**src/pixI2cCmdPkg.sv**
```systemverilog
package pixI2cCmdPkg;

    // Number of data bytes in one register access
    typedef enum logic [1:0] {
        cmdLenNone = 2'd0,
        cmdLenOne  = 2'd1,
        cmdLenTwo  = 2'd2
    } cmdLenT;

    // 7-bit addressing only
    typedef logic [6:0] slaveAddrT;

    // Sensor register map uses 16-bit register addresses
    typedef logic [15:0] regAddrT;

    // Write data and read data, high byte first on the wire
    typedef logic [15:0] dataWordT;

endpackage

```
**src/pixCmdDispatch.sv**
```systemverilog
`timescale 1ns/1ps

module pixCmdDispatch
    import pixI2cCmdPkg::*;
#(
    parameter int NumBuses = 2
) (
    input  logic                        clk,
    input  logic                        rstN,
    input  logic                        cmdValid,
    input  logic [$clog2(NumBuses)-1:0] cmdBus,
    input  slaveAddrT                   cmdSlaveAddr,
    input  logic                        cmdWrite,
    input  regAddrT                     cmdRegAddr,
    input  dataWordT                    cmdWriteData,
    input  cmdLenT                      cmdLen,
    input  logic [NumBuses-1:0]         doneVec,
    output logic [NumBuses-1:0]         busy,
    output logic                        cmdReject,
    output slaveAddrT                   busSlaveAddr [NumBuses],
    output logic [NumBuses-1:0]         busWrite,
    output regAddrT                     busRegAddr [NumBuses],
    output dataWordT                    busWriteData [NumBuses],
    output cmdLenT                      busDataLen [NumBuses]
);

    always_ff @(posedge clk) begin
        cmdReject <= 1'b0;
        if (!rstN) begin
            busy <= '0;
            for (int i = 0; i < NumBuses; i++) begin
                busDataLen[i] <= cmdLenNone;
            end
        end else begin
            // A finished bus drops its length before the master looks again
            for (int i = 0; i < NumBuses; i++) begin
                if (doneVec[i]) begin
                    busy[i] <= 1'b0;
                    busDataLen[i] <= cmdLenNone;
                end
            end
            if (cmdValid && cmdLen != cmdLenNone) begin
                // Bus indices past NumBuses are refused like a busy bus
                if (cmdBus >= NumBuses || busy[cmdBus]) begin
                    cmdReject <= 1'b1;
                end else begin
                    busy[cmdBus] <= 1'b1;
                    busSlaveAddr[cmdBus] <= cmdSlaveAddr;
                    busWrite[cmdBus] <= cmdWrite;
                    busRegAddr[cmdBus] <= cmdRegAddr;
                    busWriteData[cmdBus] <= cmdWriteData;
                    busDataLen[cmdBus] <= cmdLen;
                end
            end
        end
    end

    // Master reads its command fields throughout the transaction
    for (genvar g = 0; g < NumBuses; g++) begin : genHold
        assert property (@(posedge clk) disable iff (!rstN)
            busy[g] && !doneVec[g] |=> $stable({busSlaveAddr[g], busWrite[g],
                busRegAddr[g], busWriteData[g], busDataLen[g]}));
    end

endmodule

```
**config.mk**
```make
export PLATFORM = sky130hd
export DESIGN_NAME = pixCmdDispatch
export DESIGN_NICKNAME = d
export VERILOG_FILES = /design/src/pixI2cCmdPkg.sv /design/src/pixCmdDispatch.sv
export SDC_FILE = /design/constraint.sdc
export NUM_CORES = 1
export LEC_CHECK = 0
export BUFFER_PORTS_ARGS = -buffer_cell sky130_fd_sc_hd__buf_2
export CAP_MARGIN = 20
export CORE_MARGIN = 1
export CORE_UTILIZATION = 40
export DETAILED_ROUTE_END_ITERATION = 6
export PLACE_DENSITY = 0.74
export SLEW_MARGIN = 0
export SYNTH_ARGS = -nofsm -noshare
export SYNTH_HDL_FRONTEND = slang
export SYNTH_SLANG_ARGS = --single-unit
export TNS_END_PERCENT = 100
```
**constraint.sdc**
```tcl
create_clock -name clk -period 2.9 [get_ports clk]
set_input_delay 0.29 -clock clk [delete_from_list [all_inputs] [get_ports clk]]
set_output_delay 0.29 -clock clk [all_outputs]
set_load 0.01 [all_outputs]
```
==> impl_results.md, run 1 <==
- 1st-iter DRT viols: 90
- Critical Path RT: 2.94 ns
- Worst EP arrival: 1.80 ns
- RSZ-0062 raised after global routing: false
- Setup TNS: 0 ns
- TritonCTS clock tree: built
- Layout Nets: 306
- Crit-path cells: nor3b_2, and2_2, buf_4
- Placement Setup Slack: 1.04 ns
- Antenna diodes: 0
- Total Power: 0.00255 W
- Placeable Area: 0.00646 sq mm
- Total Wirelength: 5190 microns
- Crit Path Category: reg -> reg
- Post-DRT Antenna Nets: 0
- Synth area leaders: edfxtp_1 (89%), dfxtp_1 (5.2%), mux2i_1 (1.8%)
- Setup bufs post-CTS: 0
- Total number of vias: 1573
- # IOs: 135
- Setup Viol. Count Final: 0
- Port bufs: 134
- Mean Syn Cell Area: 24.4 sq um
- Synth warn: 0
- Startpoint types: flop
- Worst skew pair latency: 0.34 ns
- H-tree levels: 3
- Tot GR Track Use: 15.1%
- Max Buffers Root-to-Sink: 2
- Vias in the first global route: 1561
- Cells after synthesis: 111
- P_leak: 1.54 nW
- Max VDD drop: 382 uV
- Failing checks: DRC
- FP Rows: 29
- Clk_skew: 0.00508 ns
- Clock sink count: 87
- Final Max Slew Viols: 0
- WP buf/inv: 1
- CTS root buf: clkbuf_8
- Clock slew at reported path FFs: 0.09 ns
- Grt ovf: 0
- PwrDens: 678 mW/mm^2
- Crit Path Max Fanout: 15
- Synth top area share: 88.6%
- WL per Instance: 15.3 microns
- Final WS setup: 1.14 ns
- Initial antenna violation count: 0
- Placer Congestion: 0.726
- Detailed placement HPWL: 3650 microns
- Main synth FF type: edfxtp_1
- Routed vias/inst: 4.63
- Slew margin rel.: 75.2%
- CP Capture Type: flop
- Max Cap Viol: 0
- Sequential fraction of the synthesis area: 93.8%
- Largest net degree at the start of global routing: 22
- Horiz. Die Dim: 84.3 microns
- Synth area leader: edfxtp_1
- Status: finished, violations left
- Global-route wire length before repair: 7730 microns
- Total iterations of the first detailed-routing run: 6
- Fmax: 0.569 GHz
- DIE AREA: 0.00711 sq mm
- Post-Syn Area: 0.00271 sq mm
- Post-CTS Hold Buffers: 0
- Yosys cell types: 18
- Worst path slowest cell: and2_2
- Area grow syn2layout: 38.7%
- Post-synth EDFFs: 80
- Number of buffers created by CTS: 9
- Delay-heaviest family, CP: simple AND/OR/NAND/NOR gates
- Synth top cells by count: edfxtp_1 (80), dfxtp_1 (7), mux2i_1 (5)
- Fraction of layout cells with a size suffix above 1: 60.1%
- Worst min path class: in -> reg
- Hold Fails Final Rpt: 0
- Initial Util: 42.0%
- # DRC: 18
- Most common cell in the netlist: edfxtp_1
- Die height: 84.3 microns
- Asr flop ratio synth: 0%
- Largest stage delay on the critical path: 0.45 ns
- Min Clock Period, post-route: 1.76 ns
- Resized Gates After CTS: 0
- Worst Max-Slew Pin Slew: 0.373 ns
- Post-route clock period utilization: 60.6%
- Seq cells post-synth: 87
- Syn_nets: 159
- Filler cells: 524
-- final timing paths --
kind | cells after the start | startpoint | end | slack (ns)
setup / recovery | 3 | busy[1] | busRegAddr[12] | 1.14
hold / removal | 1 | cmdWriteData[7] | busWriteData[7] | 0.13
setup reg to reg | 3 | busy[1] | busRegAddr[12] | 1.14
hold reg to reg | 2 | busDataLen[0] | busDataLen[0] | 0.49
-- worst reg2reg max path, stage by stage, from the launching register on --
cell	delay, ns
dfxtp_1	0.36
nor3b_2	0.34
and2_2	0.45
buf_4	0.31
-- flip-flops by register name, indices dropped and copies added, names as in the netlist --
register and count:
busDataLen 4, busRegAddr 32, busSlaveAddr 14, busWrite 2
busWriteData 32, busy 2, cmdReject 1
-- per-stage QoR --
step / cells / cell area (sq um) / utilization (%) / hold WS [ns]
after CTS: 340 / 3760 / 58.2 / 0.110
after global placement: 324 / 3510 / 54.3 / 0.478
after global routing: 340 / 3760 / 58.2 / 0.104
after floorplan: 111 / 2710 / - / 0.389
final: 340 / 3760 / 58.2 / 0.130
after detailed placement: 324 / 3510 / 54.3 / 0.475
-- cells in the final DEF, fill, tap and decap left out, types with 2 or more instances in the layout --
cell | synthesis | final
edfxtp_1 | 80 | 80
inv_6 | 0 | 2
bufinv_16 | 0 | 3
nand3b_1 | 4 | 4
mux2i_1 | 5 | 5
clkbuf_8 | 0 | 9
nand2_1 | 2 | 2
dfxtp_1 | 7 | 7
buf_4 | 0 | 4
buf_2 | 1 | 134
-- per-layer routing --
metal  part of all wire [%]  vias up  track usage [%]
li1                       -      727                -
met1                     41      748             18.2
met2                     48       88             23.1
met3                    9.9       10             6.88
met4                    1.5        0             7.52
met5                      0        -                0
-- power by group --
group	internal (W)	switching [W]	leakage, nW
sequential	0.00140	0.00000901	0.786
combinational	0.0000507	0.0000672	0.624
clock	0.000586	0.000433	0.126
total	0.00204	0.000509	1.54
-- area by class of cell --
class / count / area [sq um] / share of cell area [%]
clock buffers: 9 / 124 / 3.30
clock inverters: 7 / 128 / 3.40
inverters: 1 / 3.75 / 0.0999
multi-input cells: 21 / 164 / 4.36
flip-flops and latches: 87 / 2540 / 67.6
well taps: 77 / 96.3 / 2.56
repair buffers: 138 / 701 / 18.6
-- cells by family after synthesis --
logic type             after synthesis  share of synthesized area [%]
buffers and inverters                3                          0.461
AO/OA/AOI/OAI                        3                          0.785
multiplexers                         5                           1.85
flip-flops                          87                           93.8
AND/OR/NAND/NOR                     13                           3.09
Note: power is estimated with default switching activity, not from simulation.
==> run 2: changes to the inputs <==
==> constraint.sdc (replaced) <==
create_clock -name clk -period 1.6 [get_ports clk]
set_input_delay 0.16 -clock clk [delete_from_list [all_inputs] [get_ports clk]]
set_output_delay 0.16 -clock clk [all_outputs]
set_load 0.01 [all_outputs]
==> impl_results.md, run 2 (synthesized netlist as in run 1, its figures left out) <==
- TritonCTS clock tree: built
- # IOs: 135 (unchanged)
- # DRC: 16 (-2)
- Final Cell Area: 0.00419 sq mm (+11%)
- Commonest cells after routing, fill and taps aside: buf_2 (134), edfxtp_1 (80), dlygate4sd3_1 (38)
- FP Rows: 29 (unchanged)
- Status: finished, violations left
- Total iterations of the first detailed-routing run: 6 (unchanged)
- Initial antenna violation count: 0 (unchanged)
- Tot GR Track Use: 15.7% (+0.66 points)
- Worst min path class: in -> reg
- Vias in the first global route: 1663 (+6.5%)
- Total Power: 0.00461 W (+81%)
- Crit Path Max Fanout: 24 (+9)
- Initial Util: 42.0% (unchanged)
- Post-DRT Antenna Nets: 0 (unchanged)
- Filler cells: 484 (-7.6%)
- Largest net degree at the start of global routing: 25 (+14%)
- Placer Congestion: 0.751 (+3.4%)
- Grt ovf: 0 (unchanged)
- H-tree levels: 3 (unchanged)
- Worst Max-Slew Pin Slew: 0.151 ns (-0.221 ns)
- Flop-to-flop setup slack: 0.19 ns (-0.95 ns)
- Total number of vias: 1718 (+9.2%)
- Fmax: 0.711 GHz (+25%)
- Number of buffers created by CTS: 9 (unchanged)
- Largest registers: busRegAddr x32, busWriteData x32, busSlaveAddr x14
- Startpoint types: flop
- Area grow syn2layout: 54.6%
- Slew margin rel.: 89.6% (+14 points)
- DIE AREA: 0.00711 sq mm (unchanged)
- Multi-input gate area: 164 sq um (unchanged)
- Final Max Slew Viols: 0 (unchanged)
- Max VDD drop: 584 uV (+53%)
- Horiz. Die Dim: 84.3 microns (unchanged)
- WL per Instance: 14.6 microns (-4.6%)
- P_leak: 1.71 nW (+11%)
- Most common cell after layout, fill and taps aside: buf_2
- Worst EP arrival: 1.45 ns (-0.35 ns)
- Min Hold Slack: 0.0289 ns (-0.101 ns)
- RSZ-0062 raised after global routing: false
- Clock sink count: 87 (unchanged)
- Detailed placement HPWL: 3740 microns (+2.3%)
- Placeable Area: 0.00646 sq mm (unchanged)
- Min Clock Period, post-route: 1.41 ns (-0.350 ns)
- Clock slew at reported path FFs: 0.08 ns (about the same)
- Clk_skew: 0.00854 ns (+0.00347 ns)
- Crit Path Category: reg -> reg
- Layout Nets: 346 (+13%)
- Global-route wire length before repair: 8090 microns (+4.6%)
- Total Wirelength: 5530 microns (+6.7%)
- Failing checks: DRC
- Max Buffers Root-to-Sink: 2 (unchanged)
- Placed cell area: 0.00357 sq mm (+1.9%)
- Critical Path RT: 1.64 ns (-1.30 ns)
- Port bufs: 134 (unchanged)
- Worst skew pair latency: 0.34 ns (about the same)
- Antenna diodes: 0 (unchanged)
- CTS root buf: clkbuf_8
- Sequential cell area: 0.00254 sq mm (about the same)
- Fraction of layout cells with a size suffix above 1: 52.8% (-7.3 points)
- Die height: 84.3 microns (unchanged)
- Resized Gates After CTS: 0 (unchanged)
- Routed vias/inst: 4.52 (-2.3%)
- CP Capture Type: flop
- Setup Viol. Count Final: 0 (unchanged)
- Post-route clock period utilization: 87.9% (+27 points)
- Max Cap Viol: 0 (unchanged)
- 1st-iter DRT viols: 73 (-19%)
- Hold Fails Final Rpt: 0 (unchanged)
- PwrDens: 1100 mW/mm^2 (+62%)
[run 2: cell types whose count changed in the layout (fill, tap and decap cells not counted), sizes merged]
cell         change
dlygate4sd3     +38
inv              -3
buf              +2
clkinv           +2
clkinvlp         +1
[run 2: power breakdown]
group	leakage, nW	internal (W)	switching [W]
Sequential	0.787	0.00255	0.0000153
Clock	0.117	0.00103	0.000718
Combinational	0.804	0.000165	0.000138
[run 2: through the flow]
stage / setup TNS [ns] / utilization, % / setup WS, ns / instances
finish: 0 / 64.9 / 0.193 / 380
global route: 0 / 64.9 / 0.152 / 380
CTS: 0 / 63.5 / 0.189 / 371
detailed placement: 0 / 55.3 / 0.203 / 326
global placement: 0 / 55.3 / 0.218 / 326
floorplan: -11.37 / - / -0.216 / 111
[run 2: layer usage]
metal	up-vias	wire length [microns]	GRT usage, %
li1	810	-	-
met1	809	2080	16.4
met2	88	2880	27.7
met3	11	492	7.77
met4	0	85	5.33
met5	-	0	0
[run 2: final timing paths]
check                       start  depth (start not counted)               end
setup / recovery          busy[0]                          3  busSlaveAddr[11]
setup reg to reg          busy[0]                          3  busSlaveAddr[11]
hold / removal    cmdSlaveAddr[4]                          1   busSlaveAddr[4]
hold reg to reg     busDataLen[0]                          2     busDataLen[0]
[run 2: worst max-delay path, cell delays in order (launching register included)]
cell and delay [ns]:
dfxtp_2 0.34, or3_1 0.40, nor2_4 0.16, buf_12 0.20
[run 2: final cells by class]
cell class	count	share of cell area (%)
sequential	87	60.7
timing repair buffer	178	27.4
multi-input combinational	21	3.91
clock buffer	9	2.96
clock inverter	7	2.66
tap	77	2.30
inverter	1	0.0896
[run 2: what timing repair did]
action                    in CTS  in global routing
setup buffers                  0                  0
hold endpoints to repair      57                 17
hold buffers                  29                  9
==> run 3: changes to the inputs <==
--- a/config.mk
+++ b/config.mk
@@ -11,6 +11,7 @@
 export CORE_UTILIZATION = 40
 export DETAILED_ROUTE_END_ITERATION = 6
 export PLACE_DENSITY = 0.74
+export REMOVE_ABC_BUFFERS = 1
 export SLEW_MARGIN = 0
 export SYNTH_ARGS = -nofsm -noshare
 export SYNTH_HDL_FRONTEND = slang
==> impl_results.md, run 3 (synthesized netlist as in run 1, its figures left out) <==
- Crit Path Category: reg -> reg
- Layout Nets: 346 (unchanged)
- Placed cell area: 0.00355 sq mm (-0.60%)
- Worst EP arrival: 1.46 ns (about the same)
- Worst min path class: in -> reg
- Worst skew pair latency: 0.34 ns (about the same)
- Clk_skew: 0.00772 ns (-0.000824 ns)
- Multi-input gate area: 164 sq um (unchanged)
- Slew margin rel.: 85.0% (-4.6 points)
- FP Rows: 29 (unchanged)
- Max VDD drop: 617 uV (+5.7%)
- Most common cell after layout, fill and taps aside: buf_2
- Initial Util: 42.0% (unchanged)
- CP Capture Type: flop
- Global-route wire length before repair: 8660 microns (+7.0%)
- Min Clock Period, post-route: 1.42 ns (+0.0150 ns)
- Clock slew at reported path FFs: 0.08 ns (about the same)
- Commonest cells after routing, fill and taps aside: buf_2 (134), edfxtp_1 (80), dlygate4sd3_1 (39)
- Wl on met1: 2050 microns (-1.2%)
- Initial antenna violation count: 0 (unchanged)
- Hold Fails Final Rpt: 0 (unchanged)
- Max Cap Viol: 0 (unchanged)
- RSZ-0062 raised after global routing: false
- Routed wl met3: 448 microns (-8.9%)
- Final Non-Filler Cells: 380 (unchanged)
- Port bufs: 134 (unchanged)
- P_leak: 1.69 nW (-0.88%)
- Detailed placement HPWL: 3720 microns (-0.49%)
- Fmax: 0.703 GHz (-1.1%)
- Sequential cell area: 0.00254 sq mm (about the same)
- Placeable Area: 0.00646 sq mm (unchanged)
- Startpoint types: flop
- Routed vias/inst: 4.54 (+0.41%)
- Largest net degree at the start of global routing: 41 (+64%)
- Status: finished, violations left
- Worst path slowest cell: or3_1
- Clock sink count: 87 (unchanged)
- # DRC: 9 (-7)
- Final Max Slew Viols: 0 (unchanged)
- Vias in the first global route: 1774 (+6.7%)
- Total number of vias: 1725 (+0.41%)
- Grt ovf: 0 (unchanged)
- Crit Path Max Fanout: 24 (unchanged)
- Final Cell Area: 0.00416 sq mm (-0.78%)
- 1st-iter DRT viols: 105 (+44%)
- CTS root buf: clkbuf_8
- Post-route clock period utilization: 88.9% (+0.94 points)
- # IOs: 135 (unchanged)
- WL met2: 3160 microns (+9.6%)
- Resized Gates After CTS: 0 (unchanged)
- Total Wirelength: 5720 microns (+3.4%)
- Post-DRT Antenna Nets: 0 (unchanged)
- H-tree levels: 3 (unchanged)
- WL per Instance: 15.1 microns (+3.4%)
- Failing checks: DRC
- Placed insts: 325 (-0.31%)
- Area grow syn2layout: 53.4%
- Max Buffers Root-to-Sink: 2 (unchanged)
- Antenna diodes: 0 (unchanged)
- Number of buffers created by CTS: 9 (unchanged)
- Tot GR Track Use: 16.7% (+0.94 points)
- Total iterations of the first detailed-routing run: 7 (+1)
- Setup Viol. Count Final: 0 (unchanged)
- Largest registers: busRegAddr x32, busWriteData x32, busSlaveAddr x14
- Largest stage delay on the critical path: 0.41 ns (about the same)
- Worst Max-Slew Pin Slew: 0.224 ns (+0.0730 ns)
- Crit-path cells: or3_1, nor2_4, buf_12
- Horiz. Die Dim: 84.3 microns (unchanged)
- TritonCTS clock tree: built
- Filler cells: 467 (-3.5%)
- Critical Path RT: 1.64 ns (about the same)
- Fraction of layout cells with a size suffix above 1: 52.1% (-0.66 points)
- Min Hold Slack: 0.0296 ns (+0.000639 ns)
- Highest routed layer: met4
- Die height: 84.3 microns (unchanged)
- DIE AREA: 0.00711 sq mm (unchanged)
- PwrDens: 1070 mW/mm^2 (-2.3%)
- Placer Congestion: 0.717 (-4.5%)
==> run 3: changes by cell type in the layout (fill, tap and decap cells not counted) <==
cell	before	now
clkinv_1	1	0
clkinv_4	0	1
bufinv_16	3	2
dfxtp_2	1	0
clkbuf_1	0	1
dfxtp_1	6	7
dlygate4sd3_1	38	39
buf_12	4	3
==> run 3: final timing paths <==
| path | start | endpoint | slack [ns] | depth (start not counted) |
|---|---|---|---|---|
| max | busy[0] | busRegAddr[19] | 0.18 | 3 |
| min | cmdRegAddr[11] | busRegAddr[27] | 0.03 | 1 |
| max reg2reg | busy[0] | busRegAddr[19] | 0.18 | 3 |
| min reg2reg | busDataLen[3] | busDataLen[3] | 0.50 | 2 |
==> run 3: report_power, final <==
part | total, W | switching (W) | leakage (nW) | internal (W)
combinational | 0.000301 | 0.000138 | 0.800 | 0.000163
sequential | 0.00256 | 0.0000162 | 0.786 | 0.00255
clock | 0.00160 | 0.000727 | 0.106 | 0.000877
total | 0.00447 | 0.000881 | 1.69 | 0.00359
==> run 3: routing by layer <==
layer	vias up	GRT usage, %
met5	-	0
met4	0	4.86
met3	7	6.59
met2	80	31.5
met1	829	16.9
li1	809	-
==> run 3: stage by stage <==
stage / utilization, % / setup slack [ns] / TNS (ns) / power (W)
4_1_cts: 64.4 / 0.175 / 0 / 0.00452
6_report: 64.4 / 0.178 / 0 / 0.00447
2_1_floorplan: - / -1.32 / -72.04 / 0.00269
3_3_place_gp: 55.0 / 0.218 / 0 / 0.00283
3_5_place_dp: 55.0 / 0.194 / 0 / 0.00284
5_1_grt: 64.4 / 0.146 / 0 / 0.00463
==> run 3: layout make-up <==
cell class                      count  area share, %
Sequential cell                    87           61.2
Timing Repair Buffer              178           27.3
Multi-Input combinational cell     21           3.94
Clock buffer                       10           3.07
Tap cell                           77           2.32
Clock inverter                      6           2.08
Inverter                            1         0.0903
==> run 3: worst max-delay path: cells and delay by family, from the launching register on <==
kind / cells / cell delay [ns]
buffers and inverters: 1 / 0.20
DFF: 1 / 0.34
and+or+nand+nor: 2 / 0.57
==> run 3: repair_timing <==
item | 4_1_cts | 5_1_grt
setup buffers | 0 | 0
hold buffers | 39 | 0
endpoints found under the hold margin | 76 | 0
