===== src/pixI2cCmdPkg.sv =====
package pixI2cCmdPkg;

    // Number of data bytes in one register access
    typedef enum logic [1:0] {
        cmdLenNone = 2'd0,
        cmdLenOne  = 2'd1,
        cmdLenTwo  = 2'd2
    } cmdLenT;

    // 7-bit addressing only
    typedef logic [6:0] slaveAddrT;

    // Sensor register map uses 16-bit register addresses
    typedef logic [15:0] regAddrT;

    // Write data and read data, high byte first on the wire
    typedef logic [15:0] dataWordT;

endpackage


===== src/pixResultCollect.sv =====
`timescale 1ns/1ps

module pixResultCollect
    import pixI2cCmdPkg::*;
#(
    parameter int NumBuses = 2
) (
    input  logic                        clk,
    input  logic                        rstN,
    input  logic [NumBuses-1:0]         doneVec,
    input  logic [NumBuses-1:0]         okVec,
    input  dataWordT                    readDataVec [NumBuses],
    output logic                        resultValid,
    output logic [$clog2(NumBuses)-1:0] resultBus,
    output logic                        resultOk,
    output dataWordT                    resultData
);

    localparam int BusW = $clog2(NumBuses);

    logic [NumBuses-1:0] pending;
    logic [NumBuses-1:0] slotOk;
    dataWordT slotData [NumBuses];
    // Fresh dones compete with older pending slots
    logic [NumBuses-1:0] cand;
    // Lowest set bit of cand, one-hot
    logic [NumBuses-1:0] pick;

    assign cand = pending | doneVec;
    assign pick = cand & (~cand + 1'b1);

    always_ff @(posedge clk) begin
        if (!rstN) begin
            pending <= '0;
            resultValid <= 1'b0;
        end else begin
            pending <= cand & ~pick;
            resultValid <= |cand;
        end
    end

    always_ff @(posedge clk) begin
        for (int i = 0; i < NumBuses; i++) begin
            if (doneVec[i]) begin
                slotOk[i] <= okVec[i];
                slotData[i] <= readDataVec[i];
            end
        end
        // A bus done this cycle bypasses its slot
        for (int i = 0; i < NumBuses; i++) begin
            if (pick[i]) begin
                resultBus <= i[BusW-1:0];
                resultOk <= doneVec[i] ? okVec[i] : slotOk[i];
                resultData <= doneVec[i] ? readDataVec[i] : slotData[i];
            end
        end
    end

    // One slot per bus, so a bus must be drained before it finishes again
    assert property (@(posedge clk) disable iff (!rstN) (doneVec & pending) == '0);

endmodule


===== config.mk =====
export PLATFORM = sky130hd
export DESIGN_NAME = pixResultCollect
export DESIGN_NICKNAME = d
export VERILOG_FILES = /design/src/pixI2cCmdPkg.sv /design/src/pixResultCollect.sv
export SDC_FILE = /design/constraint.sdc
export NUM_CORES = 1
export LEC_CHECK = 0
export BUFFER_PORTS_ARGS = -buffer_cell sky130_fd_sc_hd__clkbuf_2
export CAP_MARGIN = 20
export CORE_MARGIN = 8
export CORE_UTILIZATION = 24
export DETAILED_ROUTE_END_ITERATION = 12
export PLACE_DENSITY = 0.42
export SETUP_SLACK_MARGIN = 0.4
export SLEW_MARGIN = 10
export SYNTH_ARGS = -nofsm -noshare
export SYNTH_HDL_FRONTEND = slang
export SYNTH_SLANG_ARGS = --single-unit
export TNS_END_PERCENT = 100

===== constraint.sdc =====
create_clock -name clk -period 1.52 [get_ports clk]
set_input_delay 0 -clock clk [delete_from_list [all_inputs] [get_ports clk]]
set_output_delay 0 -clock clk [all_outputs]
set_load 0.01 [all_outputs]

==> results of run 1 <==
cell usage in the layout (no fill, tap or decap), drive strengths merged:
| cell type | n |
|---|---|
| and2 | 1 |
| buf | 10 |
| clkbuf | 62 |
| clkinvlp | 1 |
| dfxtp | 37 |
| dlygate4sd3 | 35 |
| edfxtp | 17 |
| mux2 | 51 |
| nor2 | 1 |
| nor3 | 1 |
| o211a | 1 |
| o21ba | 1 |
| or3 | 1 |
cells by family after synthesis:
group           synth area share, %
mux                            33.7
compound gates                0.983
buf+inv                        2.77
flops                          61.5
simple gates                   1.04
worst min-delay path by stage:
| stage | to | slack (ps) | cells past startpoint |
|---|---|---|---|
| 2_1_floorplan | resultValid | 120 | 1 |
| 3_3_place_gp | slotData[0][31] | 240 | 2 |
| 3_5_place_dp | slotData[0][4] | 240 | 2 |
| 4_1_cts | resultBus | 30 | 3 |
| 5_1_grt | resultBus | 50 | 3 |
| 6_report | resultBus | 40 | 3 |
metal layers:
| layer | track usage (%) | vias to the layer above | routed length (um) | share of wire (%) |
|---|---|---|---|---|
| met2 | 12.9 | 52 | 2010 | 44 |
| met5 | 0 | - | 0 | 0 |
| li1 | - | 628 | - | - |
| met1 | 9.94 | 612 | 2050 | 45 |
| met4 | 2.08 | 0 | 19 | 0.42 |
| met3 | 3.81 | 2 | 462 | 10 |
worst min-delay path: stages:
cell,delay [ps]
sky130_fd_sc_hd__clkbuf_2,170
sky130_fd_sc_hd__nor3_1,60
sky130_fd_sc_hd__nor2_1,70
per-stage QoR:
stage / power [mW] / setup slack [ps] / hold slack [ps] / util, %
floorplan: 2.05 / 230 / 122 / -
global placement: 2.21 / 237 / 243 / 30.1
detailed placement: 2.23 / 213 / 245 / 30.1
CTS: 3.08 / 277 / 29.1 / 36.1
global route: 3.17 / 255 / 52.2 / 36.2
finish: 3.02 / 282 / 36.0 / 36.2
flip-flops by register name, summed over array words and instances, names as in the netlist:
name,count
slotData,32
slotOk,2
resultOk,1
resultData,16
resultBus,1
resultValid,1
pending,1
area by class of cell:
class                      instances  area share, %
clock inverter                     1          0.253
multi-input combinational         57           25.0
clock buffer                       6           2.44
timing repair buffer             101           25.8
tap                              105           4.42
sequential                        54           42.1
power by group through the flow:
stage,Clock (mW),Sequential [mW],Combinational (mW)
after floorplan,0,1.77,0.277
after detailed placement,0,1.75,0.482
after global routing,0.819,1.73,0.619
after CTS,0.780,1.72,0.581
after global placement,0,1.74,0.469
final,0.743,1.71,0.569
timing repair:
action / in CTS / in global routing
cloned: 2 / 0
setup buffers: 1 / 0
endpoints found under the setup margin: 35 / 35
gates resized for setup: 9 / 1
hold buffers: 35 / 0
pin swaps: 1 / 0
hold endpoints to repair: 36 / 0
==> run summary, run 1 <==
The final RePlAce weighted congestion is 0.734. Per report_power, the clock group accounts for 24.6% of the total. The worst-margin pin slew is 190 ps. The net count after synthesis is 155. The root buffer cell is sky130_fd_sc_hd__clkbuf_8.

The via count of the first global-routing pass came out at 1,512. Registers take 0.00125 mm2. In this run the vertical extent of the chip is 108 um. The final cell count without fillers came out at 324. The flow ran to the end, and the final reports show no timing, DRC or antenna violations. The largest buffer count on any clock path is 2. The final count of negative-setup-slack endpoints is 0. For this block, the via count after detailed routing is 1,294.

The async set or reset register ratio after synthesis is 0%. The post-synthesis area per instance is 17.4 um2. The number of detailed-route iterations in the first pass came out at 4.

On the worst path, the slowest cell contributes a delay of 340 ps. The floorplan core area came out at 0.00822 mm2. The critical path goes through o21ba_4, buf_12, mux2_2. The remaining routing DRC violations came out at 0. The final-report hold violation count is 0. The most used standard cell by instance count after synthesis is sky130_fd_sc_hd__dfxtp_1. The maximum fanout encountered on the critical timing path came out at 9. The sequential fraction of the synthesis area came out at 61.5%. Between clock sinks in the finished design, the worst skew comes to 7.32 ps. Buffers inserted during clock tree synthesis total 5. The slack of the worst reg-to-reg path is 280 ps. The count of unique library cells instantiated by Yosys is 12. The critical path data required time came out at 1570 ps. The critical path launch point type is a register. The number of diodes added for antenna fixing came out at 0. The number of synthesized flops with an enable pin is 17. TritonCTS built the clock tree. The total buffers and inverters traversed by the critical path came out at 1. After synthesis, the cell types taking the most area are sky130_fd_sc_hd__dfxtp_1 36%, sky130_fd_sc_hd__edfxtp_1 25%, sky130_fd_sc_hd__mux2_4 22%, sky130_fd_sc_hd__mux2_2 12%, sky130_fd_sc_hd__buf_6 1.7%. The first-pass GRT wire length is 7420 um.

The placed cell area is 0.00247 mm2. The final critical path takes up 81.4% of the cycle. The worst register-to-register path ends at resultData[3].

In the final routed layout, each cell accounts on average for 14.0 um. The worst-case IR drop observed on VDD is 0.638 mV. The row count is 33. The total net switching power came out at 0.681 mW. The netlist area before placement is 0.00204 mm2.

The max-cap check violation count is 0. During placement, the flow inserted port buffers numbering 56. The depth of the most critical reg-to-reg path came out at 3. The detailed-route vias per instance came out at 3.99.

The total routing usage reported by global routing is 8.20%. The worst setup path is captured at a register. The register bit total from synthesis came out at 54. The slowest stage of the critical path belongs to the cell sky130_fd_sc_hd__dfxtp_2. The combinational group share of total power came out at 18.8%. The initial antenna violation count came to 0.

The origin of the worst min-delay path is doneVec[1]. The total detailed-routing wirelength came out at 4530 um. The tightest min-delay check is of the in -> reg type. The sequential cell fraction of total power came out at 56.6%. The summed area of non-filler cells in the final layout is 0.00297 mm2. The cell class contributing the biggest share of worst-path delay is flip-flops.

The worst register-to-register path begins at pending[1]. STA puts the critical path data arrival time at 1290 ps. The initial core utilization came out at 24.8%. The total power density per cell area came out at 1020 mW/mm2. In the synthesized netlist, the cells that appear most often are 37 x sky130_fd_sc_hd__dfxtp_1, 30 x sky130_fd_sc_hd__mux2_4, 21 x sky130_fd_sc_hd__mux2_2.

The minimum period implied by the final worst setup slack came out at 1240 ps. The clock-pin slew of the registers on the worst-case setup and hold paths came out at 90 ps. The H-tree was split into 2 levels.

The fraction of power spent switching nets is 22.5%. Summed over all failing endpoints, the final setup total negative slack is 0 ps. Setup repair after global routing could not meet its margin everywhere. The total number of clock tree sinks came out at 54. The layout cell share with drive strength beyond 1 is 58.0%.

In the synthesized netlist the dominant register cell turns out to be sky130_fd_sc_hd__dfxtp_1. The die area came out at 0.0117 mm2. Synthesis handed over a netlist of 117 instances. The critical path starts at pending[1]. The worst setup path is of the reg -> reg kind. The die width came out at 108 um.

The detailed placement HPWL is 3300 um. The most critical setup path has its endpoint at resultData[3]. The largest area contributor in the netlist is sky130_fd_sc_hd__dfxtp_1. Entering global routing, the biggest net connects 16 pins. Yosys printed 0 warnings. During I/O placement, the number of pins put on the boundary was 57. The layout net count is 257. The critical path depth is 3. The leakage power total came out at 1.32 nW. The share of Yosys cell area claimed by the top area cell type is 36.4%. The internal portion of the total power is 2.34 mW. The DRC marker count from the first detailed-route iteration came out at 18.

The total congestion overflow after global routing came out at 0. The number of routed nets with antenna violations is 0. The insertion delay of the later-clocked pin in the worst-skew pair came out at 300 ps. The worst slew slack as a fraction of its limit came out at 87.4%. The count of final max-slew check failures is 0. The layout filler cell count came out at 800. The area growth from synthesis to layout is 46.0%.

After detailed placement, the design holds a cell count of 279. Summing all multi-input logic gate instances after layout gives 742 um2. The maximum operating frequency is 808 MHz.
No activity file was read; power rests on OpenSTA's default activity.
==> inputs of run 2 (changes only) <==
--- a/config.mk
+++ b/config.mk
@@ -10,7 +10,7 @@
 export CORE_MARGIN = 8
 export CORE_UTILIZATION = 24
 export DETAILED_ROUTE_END_ITERATION = 12
-export PLACE_DENSITY = 0.42
+export PLACE_DENSITY = 0.43
 export SETUP_SLACK_MARGIN = 0.4
 export SLEW_MARGIN = 10
 export SYNTH_ARGS = -nofsm -noshare
==> constraint.sdc (replaced) <==
create_clock -name clk -period 1 [get_ports clk]
set_input_delay 0 -clock clk [delete_from_list [all_inputs] [get_ports clk]]
set_output_delay 0 -clock clk [all_outputs]
set_load 0.01 [all_outputs]
==> run summary, run 2 (same netlist as run 1, synthesis figures left out) <==
The final cell count without fillers is 292 (-9.9%). The row count came out at 33 (unchanged). TritonCTS built the clock tree. The largest register by flop count is slotData.

The library cell used most frequently in the layout, excluding fill and tap cells, is sky130_fd_sc_hd__mux2_4. In the layout the commonest cells are 48 x sky130_fd_sc_hd__mux2_4, 37 x sky130_fd_sc_hd__clkbuf_2, 29 x sky130_fd_sc_hd__dfxtp_2. The critical path data required time came out at 1050 ps (-520 ps). The worst slack at placement is -307 ps (-521 ps). The largest net degree at the start of global routing came to 20 (+4). The number of routed nets with antenna violations came out at 0 (unchanged). Setup repair after global routing could not meet its margin everywhere. The layout cell share with drive strength beyond 1 was 85.0% (+27 points). STA classifies the critical path startpoint as a register. The layout net count is 225 (-12%). The minimum period implied by the final worst setup slack came out at 1240 ps (+2.08 ps). The die area is 0.0117 mm2 (unchanged). CTS placed an instance of sky130_fd_sc_hd__clkbuf_8 at the clock tree root. The count of final max-slew check failures is 0 (unchanged). The type of element capturing the critical path is a register.

The checks that failed: hold timing, setup timing. The final worst clock skew came out at 7.87 ps (+0.548 ps). The worst-margin pin slew is 172 ps (-17.3 ps). The internal power of the cells is 3.94 mW (+68%).

The number of buffers inserted during clock tree synthesis is 5 (unchanged). The final-report hold violation count is 34 (+34). The clock-pin slew of the registers on the worst-case setup and hold paths is 90 ps (about the same). The final worst setup slack came out at -240 ps (-522 ps). The final RePlAce weighted congestion came out at 0.700 (-4.7%). The total placed cells including tap cells was 281 (+0.72%). The total net switching power came out at 1.06 mW (+55%). The number of placed I/O pins is 57 (unchanged). The critical path in this run is classified as reg -> reg.

The worst slew slack as a fraction of its limit is 88.5% (+1.2 points). The worst hold slack after final layout came to -64.3 ps (-100 ps). The total congestion overflow after global routing is 0 (unchanged). The total number of clock tree sinks is 54 (unchanged). The total power density per cell area came out at 1740 mW/mm2 (+71%). The total detailed-routing wirelength is 4610 um (+1.7%).

The detailed-route via count came out at 1,162 (-10%). The critical path data arrival time came to 1290 ps (about the same). The clock power share came out at 29.2% (+4.6 points). The portion of the clock cycle consumed by the worst path in the final layout is 124% (+43 points). The number of flip-flops under the largest register name is 32 (unchanged). The total of buffers placed on input and output ports came to 56 (unchanged). The maximum fanout encountered on the critical timing path is 10 (+1). The combinational group share of total power came out at 18.1% (-0.7 points). The placed cell area came out at 0.00251 mm2 (+1.6%). The largest buffer count on any clock path is 2 (unchanged). The quantity of hold-fixing buffers added after cts is 1 (-97%). The die outline height came to 108 um (unchanged). The summed area of non-filler cells in the final layout was 0.00287 mm2 (-3.3%). The leakage power total came out at 1.32 nW (-0.48%). The area overhead of the layout relative to synthesis is 41.2%.

The total routing usage reported by global routing is 8.07% (-0.14 points). The flow ran to the end, but the final reports show violations. The detailed-route vias per instance is 3.98 (-0.36%). The remaining routing DRC violations is 0 (unchanged). The maximum operating frequency is 807 MHz (-0.17%).

The final count of negative-setup-slack endpoints came out at 35 (+35). The number of diodes added for antenna fixing came out at 0 (unchanged). The layout filler cell count is 807 (+0.88%). The maximum vdd drop is 0.722 mV (+13%). The DRC marker count from the first detailed-route iteration came out at 28 (+10). The max-cap check violation count came out at 0 (unchanged).

The die width is 108 um (unchanged). The initial antenna violation count is 0 (unchanged). The core occupancy in the finished layout is 35.0% (-1.2 points).

The floorplan core area came out at 0.00822 mm2 (unchanged). The largest registers in the layout are slotData: 32 flops, resultData: 16 flops, slotOk: 2 flops. The fraction of power spent switching nets is 21.1% (-1.4 points). The initial core utilization came to 24.8% (unchanged).

The slack of the worst reg-to-reg path is -240 ps (-520 ps). The wire length per cell came out at 15.8 um (+13%). The number of detailed-route iterations in the first pass is 4 (unchanged). The first-pass GRT wire length came to 7190 um (-3.2%).

The via count of the first global-routing pass came out at 1,353 (-11%). The insertion delay of the later-clocked pin in the worst-skew pair came out at 300 ps (about the same). The detailed placement HPWL is 3270 um (-0.70%). The H-tree depth reported by CTS is 2 (unchanged). The min-delay analysis places its worst path in the category in -> reg. The sequential cell fraction of total power came out at 52.7% (-3.9 points).

The final setup TNS is -6530 ps (-6530 ps).
## run 2: changes by cell type in the layout (fill, tap and decap cells not counted), moves of 2 or more
cell                            delta
sky130_fd_sc_hd__mux2_2           -18
sky130_fd_sc_hd__dfxtp_2          +28
sky130_fd_sc_hd__clkbuf_2         -19
sky130_fd_sc_hd__mux2_4           +18
sky130_fd_sc_hd__buf_12            +2
sky130_fd_sc_hd__dlygate4sd3_1    -34
sky130_fd_sc_hd__dfxtp_1          -28
sky130_fd_sc_hd__buf_6            +12
sky130_fd_sc_hd__buf_2             +9
## run 2: power groups by stage
stage | sequential (mW) | combinational (mW) | clock (mW)
finish | 2.63 | 0.903 | 1.46
global route | 2.66 | 0.976 | 1.59
CTS | 2.61 | 0.842 | 1.51
detailed placement | 2.65 | 0.759 | 0
global placement | 2.65 | 0.746 | 0
floorplan | 2.69 | 0.422 | 0
## run 2: final timing paths
kind,from,end,cells past startpoint
max,pending[1],resultData[13],3
max reg2reg,pending[1],resultData[13],3
min,readDataVec[19],slotData[0][3],2
min reg2reg,slotData[0][31],slotData[0][31],1
## run 2: area by class of cell
class / instances / area (um2) / share of cell area [%]
repair buffers: 69 / 528 / 18.4
flip-flops and latches: 54 / 1290 / 44.8
clock buffers: 6 / 82.6 / 2.87
well taps: 105 / 131 / 4.57
clock inverters: 1 / 30.0 / 1.04
multi-input cells: 57 / 815 / 28.3
## run 2: repair_timing
item / CTS / global route
endpoints found under the setup margin: 90 / 90
endpoints found under the hold margin: 36 / 34
resized for setup: 30 / 58
pin swaps: 0 / 2
setup buffers: 1 / 1
cloned: 1 / 0
## run 2: critical path: stages, from the launching register on
cell,delay (ps)
sky130_fd_sc_hd__dfxtp_2,340
sky130_fd_sc_hd__o21ba_4,220
sky130_fd_sc_hd__buf_12,150
sky130_fd_sc_hd__mux2_4,290
## run 2: per-stage QoR
step | total power, mW | hold slack [ps]
floorplan | 3.11 | 122
global placement | 3.39 | 245
detailed placement | 3.41 | 244
CTS | 4.97 | -74.6
global route | 5.22 | -77.7
finish | 4.99 | -64.3
## run 2: metal layers
metal / share of wire, % / up-vias / global-route usage [%]
met1: 47 / 555 / 9.96
met4: 0.56 / 0 / 1.78
met3: 11 / 4 / 5.00
li1: - / 558 / -
met5: 0 / - / 0
met2: 42 / 45 / 11.6
==> inputs of run 3 (changes only) <==
--- a/config.mk
+++ b/config.mk
@@ -9,8 +9,9 @@
 export CAP_MARGIN = 20
 export CORE_MARGIN = 8
 export CORE_UTILIZATION = 24
+export CTS_CLUSTER_SIZE = 24
 export DETAILED_ROUTE_END_ITERATION = 12
-export PLACE_DENSITY = 0.43
+export PLACE_DENSITY = 0.42
 export SETUP_SLACK_MARGIN = 0.4
 export SLEW_MARGIN = 10
 export SYNTH_ARGS = -nofsm -noshare
==> constraint.sdc (replaced) <==
create_clock -name clk -period 1.4 [get_ports clk]
set_input_delay 0 -clock clk [delete_from_list [all_inputs] [get_ports clk]]
set_output_delay 0 -clock clk [all_outputs]
set_load 0.01 [all_outputs]
==> run summary, run 3 (same netlist as run 1, synthesis figures left out) <==
The final RePlAce weighted congestion was 0.631 (-9.8%). The run finished, with violations left. Setup repair after global routing could not meet its margin everywhere. The final worst setup slack was 147 ps (+387 ps).

The die area is 0.0117 mm2 (unchanged). The number of detailed-route iterations in the first pass came out at 4 (unchanged). The total routing usage reported by global routing was 8.26% (+0.19 points).

The remaining routing DRC violations is 0 (unchanged). The number of flip-flops under the largest register name is 32 (unchanged). The overall power came to 3.31 mW (-34%). The portion of the clock cycle consumed by the worst path in the final layout came to 89.5% (-34 points). On the critical path, the stage with the largest delay is an instance of sky130_fd_sc_hd__dfxtp_2. The critical path data arrival time is 1300 ps (about the same). Leaving out fill and tap cells, the most frequent cell in the layout is sky130_fd_sc_hd__clkbuf_2. The number of placed I/O pins came to 57 (unchanged). The layout filler cell count is 820 (+1.6%). The DRC marker count from the first detailed-route iteration came to 28 (unchanged). The clock-pin slew of the registers on the worst-case setup and hold paths is 90 ps (about the same). The quantity of hold-fixing buffers added after cts was 2 (+1). The max-cap check violation count is 0 (unchanged). The largest registers in the layout are slotData: 32 flops, resultData: 16 flops, slotOk: 2 flops. The final worst clock skew came to 8.10 ps (+0.230 ps). The initial core utilization is 24.8% (unchanged). The maximum vdd drop came out at 0.503 mV (-30%).

The core occupancy in the finished layout is 33.0% (-2.0 points). The number of diodes added for antenna fixing is 0 (unchanged). The layout net count came to 226 (+0.44%). The detailed-route via count came out at 1,187 (+2.2%). The total of buffers placed on input and output ports came out at 56 (unchanged). The total number of clock tree sinks is 54 (unchanged). The die outline height came out at 108 um (unchanged).

The via count of the first global-routing pass is 1,369 (+1.2%). The largest net degree at the start of global routing is 16 (-20%). The insertion delay of the later-clocked pin in the worst-skew pair is 300 ps (about the same).

The initial antenna violation count was 0 (unchanged). The detailed placement HPWL was 3380 um (+3.2%). The largest stage delay on the critical path came out at 330 ps (about the same). The count of final max-slew check failures came out at 0 (unchanged).

The wire length per cell came out at 16.0 um (+1.2%). The maximum operating frequency came out at 798 MHz (-1.1%). The leakage power total came out at 1.24 nW (-6.0%). The area taken by flip-flops and latches is 0.00125 mm2 (-2.7%). Walking the worst path, the cells encountered are o21ba_4, buf_12, mux2_4.

The maximum fanout encountered on the critical timing path came to 7 (-3). The H-tree depth reported by CTS was 2 (unchanged). The type of element capturing the critical path is a register.

The checks that failed: hold timing. The area of the multi-input gates was 768 um2 (-5.7%). The detailed-route vias per instance came to 4.04 (+1.5%). The final-report hold violation count was 34 (unchanged). The root buffer cell is sky130_fd_sc_hd__clkbuf_8. The worst-margin pin slew is 204 ps (+31.7 ps). The total power density per cell area was 1220 mW/mm2 (-30%). The first-pass GRT wire length came out at 7480 um (+4.0%). The worst hold slack after final layout came to -62.5 ps (+1.88 ps).

The area overhead of the layout relative to synthesis is 33.1%. The worst slack at placement came to 66.8 ps (+374 ps). The number of buffers inserted during clock tree synthesis came to 5 (unchanged).

The worst setup path is launched from a register. The number of routed nets with antenna violations is 0 (unchanged). The total congestion overflow after global routing is 0 (unchanged).

The critical path is of the reg -> reg type. The die width is 108 um (unchanged). The largest buffer count on any clock path is 2 (unchanged). The total detailed-routing wirelength came to 4690 um (+1.8%). The row count was 33 (unchanged). The final count of negative-setup-slack endpoints came to 0 (-100%). The layout cell share with drive strength beyond 1 came out at 68.8% (-16 points). In the layout the commonest cells are 56 x sky130_fd_sc_hd__clkbuf_2, 37 x sky130_fd_sc_hd__mux2_4, 36 x sky130_fd_sc_hd__dfxtp_1. The worst slew slack as a fraction of its limit came out at 86.4% (-2.1 points). The minimum period implied by the final worst setup slack came out at 1250 ps (+13.4 ps). The floorplan core area is 0.00822 mm2 (unchanged). The final setup TNS was 0 ps (+6530 ps). In this run the worst hold path is classified as in -> reg. The critical path data required time is 1450 ps (+400 ps). The clock tree from TritonCTS is done. The largest register by flop count is slotData.
run 3: changes by cell type in the layout (fill, tap and decap cells not counted), moves of 9 or more:
| cell | previous run | this run |
|---|---|---|
| sky130_fd_sc_hd__buf_2 | 9 | 0 |
| sky130_fd_sc_hd__dfxtp_2 | 29 | 1 |
| sky130_fd_sc_hd__mux2_4 | 48 | 37 |
| sky130_fd_sc_hd__buf_6 | 14 | 5 |
| sky130_fd_sc_hd__clkbuf_2 | 37 | 56 |
| sky130_fd_sc_hd__dfxtp_1 | 8 | 36 |
| sky130_fd_sc_hd__mux2_2 | 3 | 14 |
run 3: repair_timing:
item / CTS / global route
hold endpoints to repair: 37 / 34
resized for setup: 18 / 0
setup endpoints to repair: 35 / 35
cloned: 2 / 0
setup buffers: 2 / 0
pin swaps: 2 / 1
run 3: area by class of cell:
| type | count | area share (%) |
|---|---|---|
| timing repair buffer | 70 | 17.2 |
| multi-input combinational | 57 | 28.3 |
| sequential | 54 | 46.2 |
| clock buffer | 7 | 3.19 |
| clock inverter | 1 | 0.185 |
| tap | 105 | 4.85 |
run 3: worst paths after layout:
| path | start | end | slack, ps | cells past startpoint |
|---|---|---|---|---|
| setup / recovery | pending[1] | resultData[2] | 150 | 3 |
| hold reg to reg | slotData[0][6] | slotData[0][6] | 480 | 1 |
| hold / removal | readDataVec[17] | slotData[0][1] | -60 | 2 |
| setup reg to reg | pending[1] | resultData[2] | 150 | 3 |
run 3: routing by layer:
layer	wire, um	up-vias	GRT usage (%)
met5	0	-	0
met4	27	0	2.08
met3	450	4	3.87
met2	1850	46	11.2
met1	2360	575	11.4
li1	-	562	-
run 3: power by group:
| part | internal, mW | leakage (nW) | total (mW) | switching, mW |
|---|---|---|---|---|
| clock network | 0.400 | 0.0482 | 0.873 | 0.473 |
| registers | 1.81 | 0.487 | 1.86 | 0.0508 |
| logic | 0.357 | 0.703 | 0.584 | 0.227 |
| total | 2.56 | 1.24 | 3.31 | 0.750 |
run 3: critical path: cells and delay by family, from the launching register on:
family,cells,cell delay (ps)
mux,1,290
compound gates,1,230
buf+inv,1,160
flops,1,330
run 3: stage by stage:
step                      cell area, um2  instances
after floorplan                     2040        117
after global placement              2490        280
after detailed placement            2490        280
after CTS                           2710        294
after global routing                2710        294
final                               2710        294
